## src/verilog/alu_pkg.sv

```systemverilog
package alu_pkg;

  // -------------------------------------------------------------------------
  // opcode encoding
  // -------------------------------------------------------------------------

  // width of the opcode field in both instruction formats
  localparam int ALU_OP_W = 3;

  // fixed by the isa, do not reorder
  typedef enum logic [ALU_OP_W-1:0] {
    // a + b
    OP_ADD  = 3'b000,
    // a + ~b + 1
    OP_SUB  = 3'b001,
    OP_AND  = 3'b010,
    OP_OR   = 3'b011,
    OP_XOR  = 3'b100,
    // a + 1, b ignored
    OP_INC  = 3'b101,
    // pass operand a
    OP_MOVA = 3'b110,
    // pass operand b
    OP_MOVB = 3'b111
  } alu_op_e;

  // -------------------------------------------------------------------------
  // result flags
  // -------------------------------------------------------------------------

  // overflow sits in the msb, zero in the lsb
  typedef struct packed {
    // signed overflow, add/sub/inc only
    logic overflow;
    // copy of the result msb
    logic negative;
    // result is all zeros
    logic zero;
  } alu_flags_t;

  // ops that go through the adder
  function automatic logic is_arith_op(alu_op_e op);
    return (op == OP_ADD) || (op == OP_SUB) || (op == OP_INC);
  endfunction

endpackage
```

## src/verilog/isa_pkg.sv

```systemverilog
package isa_pkg;
  import alu_pkg::*;

  // -------------------------------------------------------------------------
  // register file and immediate sizes
  // -------------------------------------------------------------------------

  localparam int REG_COUNT = 4;
  localparam int IMM_W     = 8;

  // format bit, msb of every instruction word
  localparam logic FMT_REG = 1'b0;
  localparam logic FMT_IMM = 1'b1;

  typedef logic [$clog2(REG_COUNT)-1:0] reg_idx_t;

  // register-register, 16 bits
  typedef struct packed {
    logic       fmt;
    alu_op_e    op;
    reg_idx_t   rd;
    reg_idx_t   rs_a;
    reg_idx_t   rs_b;
    // unused low bits, keep zero
    logic [5:0] pad;
  } instr_r_t;

  // register-immediate, imm takes the place of rs_b and pad
  typedef struct packed {
    logic             fmt;
    alu_op_e          op;
    reg_idx_t         rd;
    reg_idx_t         rs_a;
    logic [IMM_W-1:0] imm;
  } instr_i_t;

  // one word, two views; fmt lines up in both
  typedef union packed {
    instr_r_t rr;
    instr_i_t ri;
  } instr_u;

endpackage

```

## src/verilog/exec_stage.sv

```systemverilog
`timescale 1ns/1ps

module exec_stage
  import alu_pkg::*;
  import isa_pkg::*;
#(
  parameter int BW = 8
) (
  input  logic          clk_i,
  input  logic          rst_i,
  input  logic          valid_i,
  input  instr_u        instr_i,
  output logic          valid_o,
  output logic [BW-1:0] result_o,
  output alu_flags_t    flags_o
);

  // decoded fields
  logic                is_imm;
  alu_op_e             dec_op;
  reg_idx_t            dec_rd;
  reg_idx_t            dec_rs_a;
  reg_idx_t            dec_rs_b;
  logic [IMM_W-1:0]    dec_imm;
  // imm sign-extended past BW, low BW bits taken
  logic [BW+IMM_W-1:0] imm_ext;
  // operands
  logic [BW-1:0]       rf_a;
  logic [BW-1:0]       rf_b;
  logic [BW-1:0]       op_b;
  // alu outputs
  logic [BW-1:0]       alu_result;
  alu_flags_t          alu_flags;

  // --------------------------------------------------------------------------
  // decode
  // --------------------------------------------------------------------------

  // fmt picks the view of the union
  // op, rd and rs_a sit at the same bits in both views
  always_comb begin
    is_imm   = 1'b0;
    dec_op   = instr_i.rr.op;
    dec_rd   = instr_i.rr.rd;
    dec_rs_a = instr_i.rr.rs_a;
    dec_rs_b = instr_i.rr.rs_b;
    dec_imm  = '0;
    case (instr_i.rr.fmt)
      FMT_REG: begin
        dec_rs_b = instr_i.rr.rs_b;
      end
      FMT_IMM: begin
        is_imm   = 1'b1;
        // port b idles on r0
        dec_rs_b = '0;
        dec_imm  = instr_i.ri.imm;
      end
    endcase
  end

  assign imm_ext = {{BW{dec_imm[IMM_W-1]}}, dec_imm};
  // imm replaces register b in i-format
  assign op_b    = is_imm ? imm_ext[BW-1:0] : rf_b;

  // register file, written back on the issue edge
  reg_file #(
    .BW(BW)
  ) reg_file_inst (
    .clk_i     (clk_i),
    .rst_i     (rst_i),
    .rd_a_idx_i(dec_rs_a),
    .rd_b_idx_i(dec_rs_b),
    .rd_a_o    (rf_a),
    .rd_b_o    (rf_b),
    .we_i      (valid_i),
    .wr_idx_i  (dec_rd),
    .wr_data_i (alu_result)
  );

  alu #(
    .BW(BW)
  ) alu_inst (
    .a_i     (rf_a),
    .b_i     (op_b),
    .op_i    (dec_op),
    .result_o(alu_result),
    .flags_o (alu_flags)
  );

  // --------------------------------------------------------------------------
  // output registers
  // --------------------------------------------------------------------------

  // one-cycle valid pulse, result held until next instruction
  always_ff @(posedge clk_i) begin
    if (rst_i) begin
      valid_o  <= 1'b0;
      result_o <= '0;
      flags_o  <= '0;
    end else begin
      valid_o <= valid_i;
      if (valid_i) begin
        result_o <= alu_result;
        flags_o  <= alu_flags;
      end
    end
  end

endmodule

```

## src/verilog/reg_file.sv

```systemverilog
`timescale 1ns/1ps

module reg_file
  import isa_pkg::*;
#(
  parameter int BW = 8
) (
  input  logic          clk_i,
  input  logic          rst_i,
  // read port a
  input  reg_idx_t      rd_a_idx_i,
  // read port b
  input  reg_idx_t      rd_b_idx_i,
  output logic [BW-1:0] rd_a_o,
  output logic [BW-1:0] rd_b_o,
  // write port
  input  logic          we_i,
  input  reg_idx_t      wr_idx_i,
  input  logic [BW-1:0] wr_data_i
);

  // --------------------------------------------------------------------------
  // storage
  // --------------------------------------------------------------------------

  logic [BW-1:0] regs_q [REG_COUNT];

  // all registers read as zero after reset
  always_ff @(posedge clk_i) begin
    if (rst_i) begin
      for (int i = 0; i < REG_COUNT; i++) begin
        regs_q[i] <= '0;
      end
    end else if (we_i) begin
      regs_q[wr_idx_i] <= wr_data_i;
    end
  end

  // --------------------------------------------------------------------------
  // reads
  // --------------------------------------------------------------------------

  // combinational, so the next instruction sees
  // the value written on the previous edge
  assign rd_a_o = regs_q[rd_a_idx_i];
  assign rd_b_o = regs_q[rd_b_idx_i];

endmodule

```

## src/verilog/alu.sv

```systemverilog
`timescale 1ns/1ps

module alu
  import alu_pkg::*;
#(
  parameter int BW = 8
) (
  input  logic [BW-1:0] a_i,
  input  logic [BW-1:0] b_i,
  input  alu_op_e       op_i,
  output logic [BW-1:0] result_o,
  output alu_flags_t    flags_o
);

  // --------------------------------------------------------------------------
  // sub-unit results
  // --------------------------------------------------------------------------

  logic [BW-1:0] arith_res;
  logic          arith_ovf;
  logic [BW-1:0] logic_res;
  // high for add/sub/inc
  logic          sel_arith;

  // adder side
  arith_unit #(
    .BW(BW)
  ) arith_unit_inst (
    .a_i       (a_i),
    .b_i       (b_i),
    .op_i      (op_i),
    .sum_o     (arith_res),
    .overflow_o(arith_ovf)
  );

  // bitwise side
  logic_unit #(
    .BW(BW)
  ) logic_unit_inst (
    .a_i  (a_i),
    .b_i  (b_i),
    .op_i (op_i),
    .res_o(logic_res)
  );

  // --------------------------------------------------------------------------
  // result select and flags
  // --------------------------------------------------------------------------

  assign sel_arith = is_arith_op(op_i);

  // pick by opcode class
  assign result_o = sel_arith ? arith_res : logic_res;

  always_comb begin
    flags_o = '0;
    // logic ops never overflow
    flags_o.overflow = sel_arith & arith_ovf;
    // sign bit of the chosen result
    flags_o.negative = result_o[BW-1];
    flags_o.zero     = (result_o == '0);
  end

endmodule

```

## src/verilog/logic_unit.sv

```systemverilog
`timescale 1ns/1ps

module logic_unit
  import alu_pkg::*;
#(
  parameter int BW = 8
) (
  input  logic [BW-1:0] a_i,
  input  logic [BW-1:0] b_i,
  input  alu_op_e       op_i,
  output logic [BW-1:0] res_o
);

  // bitwise ops and moves, arithmetic opcodes give zero
  always_comb begin
    res_o = '0;
    case (op_i)
      OP_AND: begin
        res_o = a_i & b_i;
      end
      OP_OR: begin
        res_o = a_i | b_i;
      end
      OP_XOR: begin
        res_o = a_i ^ b_i;
      end
      // register copy
      OP_MOVA: begin
        res_o = a_i;
      end
      // immediate load path in i-format
      OP_MOVB: begin
        res_o = b_i;
      end
      // add, sub, inc handled by arith_unit
      default: begin
        res_o = '0;
      end
    endcase
  end

endmodule

```

## src/verilog/arith_unit.sv

```systemverilog
`timescale 1ns/1ps

module arith_unit
  import alu_pkg::*;
#(
  parameter int BW = 8
) (
  input  logic [BW-1:0] a_i,
  input  logic [BW-1:0] b_i,
  input  alu_op_e       op_i,
  output logic [BW-1:0] sum_o,
  output logic          overflow_o
);

  // adder b input after sub/inc conditioning
  logic [BW-1:0] b_eff;
  logic          c_in;
  // per-bit generate and propagate
  logic [BW-1:0] gen;
  logic [BW-1:0] prop;
  // carry into each bit position
  logic [BW-1:0] carry;

  // sub is a + ~b + 1, inc is a + 1
  always_comb begin
    b_eff = b_i;
    c_in  = 1'b0;
    case (op_i)
      OP_SUB: begin
        b_eff = ~b_i;
        c_in  = 1'b1;
      end
      OP_INC: begin
        b_eff = BW'(1);
      end
      default: begin
        b_eff = b_i;
      end
    endcase
  end

  assign gen  = a_i & b_eff;
  assign prop = a_i ^ b_eff;

  // flat lookahead, each carry expanded over all lower stages and c_in
  always_comb begin
    logic run;
    logic c_acc;
    carry[0] = c_in;
    for (int i = 1; i < BW; i++) begin
      c_acc = gen[i-1];
      run   = prop[i-1];
      for (int j = i - 2; j >= 0; j--) begin
        c_acc = c_acc | (run & gen[j]);
        run   = run & prop[j];
      end
      carry[i] = c_acc | (run & c_in);
    end
  end

  assign sum_o = prop ^ carry;

  // same-sign operands, different-sign result
  always_comb begin
    overflow_o = 1'b0;
    if (is_arith_op(op_i)) begin
      overflow_o = (a_i[BW-1] == b_eff[BW-1]) && (sum_o[BW-1] != a_i[BW-1]);
    end
  end

endmodule

```

## config.mk

```make
export PLATFORM = sky130hd
export DESIGN_NAME = exec_stage
export DESIGN_NICKNAME = d
export VERILOG_FILES = /design/src/verilog/alu_pkg.sv /design/src/verilog/isa_pkg.sv /design/src/verilog/exec_stage.sv /design/src/verilog/reg_file.sv /design/src/verilog/alu.sv /design/src/verilog/logic_unit.sv /design/src/verilog/arith_unit.sv
export SDC_FILE = /design/constraint.sdc
export NUM_CORES = 1
export LEC_CHECK = 0
export ABC_AREA = 1
export BUFFER_PORTS_ARGS = -buffer_cell sky130_fd_sc_hd__buf_4
export CORE_MARGIN = 2
export CORE_UTILIZATION = 55
export DETAILED_ROUTE_END_ITERATION = 7
export PLACE_DENSITY = 0.85
export SKIP_CTS_REPAIR_TIMING = 1
export SLEW_MARGIN = 10
export SYNTH_ARGS = -nofsm -noshare
export SYNTH_HDL_FRONTEND = slang
export SYNTH_HIERARCHICAL = 1
export SYNTH_SLANG_ARGS = --single-unit
export TNS_END_PERCENT = 50
```

## constraint.sdc

```tcl
create_clock -name clk_i -period 5.9 [get_ports clk_i]
set_input_delay 1.18 -clock clk_i [delete_from_list [all_inputs] [get_ports clk_i]]
set_output_delay 1.18 -clock clk_i [all_outputs]
set_load 0.02 [all_outputs]
```

==> impl_metrics.toml, run 1 <==
[clocking]
clk_pin_slew_ns = 0.08
clk_latency_ns = 0.30
root_buffer = "clkbuf_8"
cts_tree = "built"
numClockSinks = 44
cts_buffers = 5
cts_buffer_depth = 2
htreeDepth = 2

[timing]
slew_viol_final = 0
period_needed_ns = 4.81
relSlewSlack_pct = 25.0
max_freq_ghz = 0.208
finalSetupViolCount = 0
rsz0062_at_grt = "false"
finClkSkew_ns = 0.00929
worst_slack_ns = 1.09
period_share_pct = 81.5
final-hold-violation-count = 0
worst_slew_pin_slew_ns = 1.11
fin_tns_setup_ns = 0

[setup_path]
cp.required_ns = 6.15
end_kind = "flip-flop"
worstSetupStartpointType = "input pin"
worst-path-max-fanout = 18
worstSetupPathType = "input pin to flip-flop"
cp.arrival_ns = 5.06
r2r_slack_ns = 2.57

[detailed_routing]
routed_wirelength_um = 9750
drt_iter0_drc = 295
drcViolationCount = 0
wire_per_inst_um = 13.2
ant_nets = 0
vias = 3823
avgViaCountPerCell = 5.19
drt_pass1_iterations = 6

[logic_synthesis]
synth_area_per_cell_um2 = 6.57
yosys.area.top_type_share_pct = 23.6
synth_async_sr_flop_share_pct = 0
synth_flop_cell = "edfxtp_1"
ys_warn_count = 6
yosysUniqueCellTypes = 30
synthMostInstantiatedCell = "nand2_1"
yosysTopAreaCell = "edfxtp_1"
syn_nets = 662
yosys-top-cells-count = "nand2_1 (188), inv_1 (110), nor2_1 (74), nand3_1 (55), edfxtp_1 (32)"
postSynthCellCount = 619
synth_area_leaders = "edfxtp_1 (24%), nand2_1 (17%), inv_1 (10%)"
synth_edf_count = 32
seq_area_frac_synth_pct = 29.6
ys_ff_latch = 44
synth_area_um2 = 4060

[run_status]
status = "finished, final reports clean"

[floorplan]
die_w_um = 90.0
start_util_pct = 56.3
core_um2 = 7210
row_count = 31
io_pins = 31
die_area_um2 = 8090
fp.dieH_um = 90.0

[place]
dp.cells = 728
dpl_worst_slack_ns = 0.823
gp_congestion = 0.997
port_buffers = 30
dp_hpwl_um = 7610

[layout]
final_util_pct = 60.0
multiInputGateArea_um2 = 2230
syn2layout_area_growth_pct = 6.50
antennaDiodeCount = 0
final_nets = 679
layout-drive-gt1-share_pct = 12.9
final_cells = 736
regArea_um2 = 1200
n_fill_cell = 703

[global_route]
overflow = 0
grt_start_max_net_pins = 32
grt_pass1_wl_um = 16700
grtUsageTotal_pct = 25.1
grt_pass1_vias = 3485
grt_antenna_before_repair = 0

[power_and_ir_drop]
peakVddDrop_v = 0.000243
p_leak_nw = 2.33
power.density_nw_per_um2 = 204
p_total_mw = 0.881

[job]
drv_cap = 0

[min_path]
min_path_type = "flip-flop to flip-flop"
## flip-flops by register name, indices dropped and copies added (netlist names)
register and cells:
valid_o 1, reg_file_inst/regs_q 32, flags_o 3, result_o 8
## cells by family after synthesis
| family | count (synthesis) | synth area share, % |
|---|---|---|
| and+or+nand+nor | 383 | 43.5 |
| DFF | 44 | 29.6 |
| xor gates and xnor gates | 3 | 0.647 |
| buffers and inverters | 141 | 15.6 |
| adders and majority gates | 24 | 7.57 |
| AOI/OAI and AO/OA | 24 | 3.08 |
## critical path: stages
cell,delay (ns)
buf_4,0.16
nor2_1,0.52
inv_2,0.26
nand2_1,0.12
nand3_1,0.06
nand2_1,0.10
inv_1,0.04
o21ai_0,0.54
o21ai_0,0.22
ha_1,0.41
nand3_2,0.14
inv_1,0.05
nand2_1,0.07
nor2_1,0.04
nor2_1,0.22
nand2_1,0.10
nand2_1,0.06
nand2_1,0.06
nand3_1,0.08
nand2_1,0.15
nor2_1,0.12
nand2_1,0.06
nor2_1,0.08
inv_1,0.04
nand2_1,0.05
nand2_1,0.05
nor2_1,0.08
## path summary, 6_finish.rpt
| check | from | to | cells past startpoint |
|---|---|---|---|
| worst max register to register | reg_file_inst/regs_q[2][5]$_SDFFCE_PN0P_ | flags_o[0]$_SDFFE_PP0P_ | 25 |
| worst min register to register | result_o[7]$_SDFFE_PP0P_ | result_o[7]$_SDFFE_PP0P_ | 2 |
| worst max-delay path | instr_i[15] | flags_o[0]$_SDFFE_PP0P_ | 27 |
| worst min-delay path | result_o[7]$_SDFFE_PP0P_ | result_o[7]$_SDFFE_PP0P_ | 2 |
## per-layer routing
layer	up-vias	part of all wire, %	GRT usage (%)
met5	-	0	0
met4	0	2.3	7.69
met3	17	7.4	3.02
met2	169	45	41.4
met1	1688	45	34.8
li1	1949	-	-
## area by class of cell
type	count	area share [%]
Timing Repair Buffer	31	5.38
Clock buffer	5	1.59
Inverter	120	10.5
Sequential cell	44	27.8
Clock inverter	3	0.434
Tap cell	99	2.86
Multi-Input combinational cell	434	51.5
## through the flow
step                area, um^2  hold slack (ns)
CTS                       4330            0.481
global route              4330            0.510
floorplan                 4060            0.544
global placement          4240            0.459
detailed placement        4240            0.466
finish                    4330            0.478
## cell usage in the layout (no fill, tap or decap), drive strengths merged, types with 2 or more instances in the layout
cell type,netlist,layout
nand4,20,20
nor3,12,12
nor2,80,80
nand3,60,60
a21oi,6,6
buf,21,31
inv,120,120
clkbuf,0,5
ha,23,23
clkinvlp,0,2
xor2,2,2
dfxtp,12,12
o21ai,16,16
nand2,209,209
edfxtp,32,32
## where the power goes
part	total (mW)	internal, mW	switching [mW]	leakage (nW)
Sequential	0.362	0.354	0.00801	0.433
Combinational	0.336	0.108	0.228	1.86
Clock	0.183	0.0816	0.101	0.0378
Total	0.881	0.544	0.337	2.33
(Power assumes the default switching activity.)
==> run 2: changes to the inputs <==
Clock period 5.9 ns to 4.5 ns, I/O delays scaled along.
==> run 2 against run 1 <==
Compared with the run above: design area up 0.98%; flip-flop and latch count stayed put; power is 32% higher.
==> impl_metrics.toml, run 2 (same netlist as run 1, synthesis figures left out) <==
[setup_path]
cp.required_ns = 4.62
path_cells = "buf_4 > nor2_1 > buf_4 > inv_1 > nand3_1 > nand2_1 > inv_1 > o21ai_0 > o21ai_0 > ha_1 > nand2_1 > nor3_1 > nand3_1 > nand3_1 > nand2_1 > nand2_1 > nand3_1 > nand2_1 > inv_1 > nor3_1"
slowest_delay_ns = 0.50
cp.arrival_ns = 4.05
worstSetupPathType = "input pin to flip-flop"
worst-path-max-fanout = 18
worstSetupStartpointType = "input pin"
slowest_stage = "o21ai_0"
cp_common_cell = "nand2_1"
end_kind = "flip-flop"
r2r_slack_ns = 1.32

[power_and_ir_drop]
power.density_nw_per_um2 = 265
p_int_mw = 0.720
switching_share_pct = 37.9
clkPwrFrac_pct = 20.1
peakVddDrop_v = 0.000215
combPwrFrac_pct = 39.0
seqPwrFrac_pct = 40.9
p_switching_mw = 0.439
p_leak_nw = 2.36

[timing]
relSlewSlack_pct = 28.3
period_share_pct = 87.4
max_freq_ghz = 0.254
worst_slew_pin_slew_ns = 1.06
slew_viol_final = 0
finClkSkew_ns = 0.00475
period_needed_ns = 3.93
hold_slack_ns = 0.478
fin_tns_setup_ns = 0
final-hold-violation-count = 0
rsz0062_at_grt = "false"
finalSetupViolCount = 0

[layout]
regMostFlops = "reg_file_inst/regs_q"
layout-drive-gt1-share_pct = 13.7
antennaDiodeCount = 0
final_nets = 685
syn2layout_area_growth_pct = 7.54
mostFrequentLayoutCells = "nand2_1 (188), inv_1 (110), nor2_1 (74)"
top_regs = "reg_file_inst/regs_q: 32 flops, result_o: 8 flops, flags_o: 3 flops"
final_common_cell = "nand2_1"
largest_reg_flops = 32

[place]
port_buffers = 30
gp_congestion = 1.00
dp_hpwl_um = 7540

[floorplan]
fp.dieH_um = 90.0
die_w_um = 90.0
die_area_um2 = 8090
start_util_pct = 56.3
row_count = 31
core_um2 = 7210
io_pins = 31

[clocking]
clk_latency_ns = 0.29
cts_buffers = 5
htreeDepth = 2
cts_tree = "built"
cts_buffer_depth = 2
clk_pin_slew_ns = 0.08
root_buffer = "clkbuf_8"
numClockSinks = 44

[global_route]
grtUsageTotal_pct = 24.5
grt_pass1_vias = 3450
grt_start_max_net_pins = 32
grt_antenna_before_repair = 0
grt_pass1_wl_um = 16400
overflow = 0

[detailed_routing]
avgViaCountPerCell = 5.24
wire_per_inst_um = 13.3
vias = 3885
drt_pass1_iterations = 5
drcViolationCount = 0
routed_wirelength_um = 9880
ant_nets = 0
drt_iter0_drc = 351

[job]
drv_cap = 0

[min_path]
min_path_type = "flip-flop to flip-flop"

[run_status]
status = "finished, final reports clean"
## run 2: cell count changes in the layout (fill, tap and decap cells not counted), sizes merged
cell      previous run  this run
buf                 31        37
clkbuf               5         6
clkinvlp             2         1
## run 2: cell type report
class                           count  area, um^2
Tap cell                           99         124
Multi-Input combinational cell    434        2230
Clock buffer                        6        72.6
Sequential cell                    44        1200
Timing Repair Buffer               37         278
Fill cell                         703        2840
Clock inverter                      2        12.5
Inverter                          120         455
## run 2: critical path, delay by kind of cell
family	cells	cell delay, ns
buf+inv	5	0.64
compound gates	2	0.70
fa+ha+maj	1	0.43
simple gates	12	1.38
## run 2: stage by stage
| stage | total power, mW | std cells | util (%) | setup WS (ns) | instance area [um^2] |
|---|---|---|---|---|---|
| after floorplan | 0.812 | 619 | - | 0.607 | 4060 |
| after CTS | 1.16 | 742 | 60.6 | 0.657 | 4370 |
| after global placement | 0.915 | 734 | 59.4 | 0.414 | 4290 |
| after global routing | 1.24 | 742 | 60.6 | 0.154 | 4370 |
| final | 1.16 | 742 | 60.6 | 0.569 | 4370 |
| after detailed placement | 0.924 | 734 | 59.4 | 0.368 | 4290 |
## run 2: power groups by stage
stage	sequential, mW	clock (mW)	combinational [mW]
final	0.474	0.234	0.452
after global routing	0.477	0.257	0.506
after CTS	0.474	0.239	0.445
after detailed placement	0.483	0	0.441
after global placement	0.482	0	0.433
after floorplan	0.491	0	0.321
## run 2: layer usage
layer	vias up	GRT usage, %	share of wire, %
met1	1730	34.8	46
li1	1960	-	-
met2	175	39.8	45
met5	-	0	0
met4	0	6.67	2.0
met3	20	3.02	7.1
## run 2: worst paths after layout
kind,cells after the start,startpoint,to
setup / recovery,20,instr_i[15],reg_file_inst/regs_q[2][5]$_SDFFCE_PN0P_
hold / removal,2,result_o[3]$_SDFFE_PP0P_,result_o[3]$_SDFFE_PP0P_
setup reg to reg,18,reg_file_inst/regs_q[0][3]$_SDFFCE_PN0P_,reg_file_inst/regs_q[2][5]$_SDFFCE_PN0P_
hold reg to reg,2,result_o[3]$_SDFFE_PP0P_,result_o[3]$_SDFFE_PP0P_
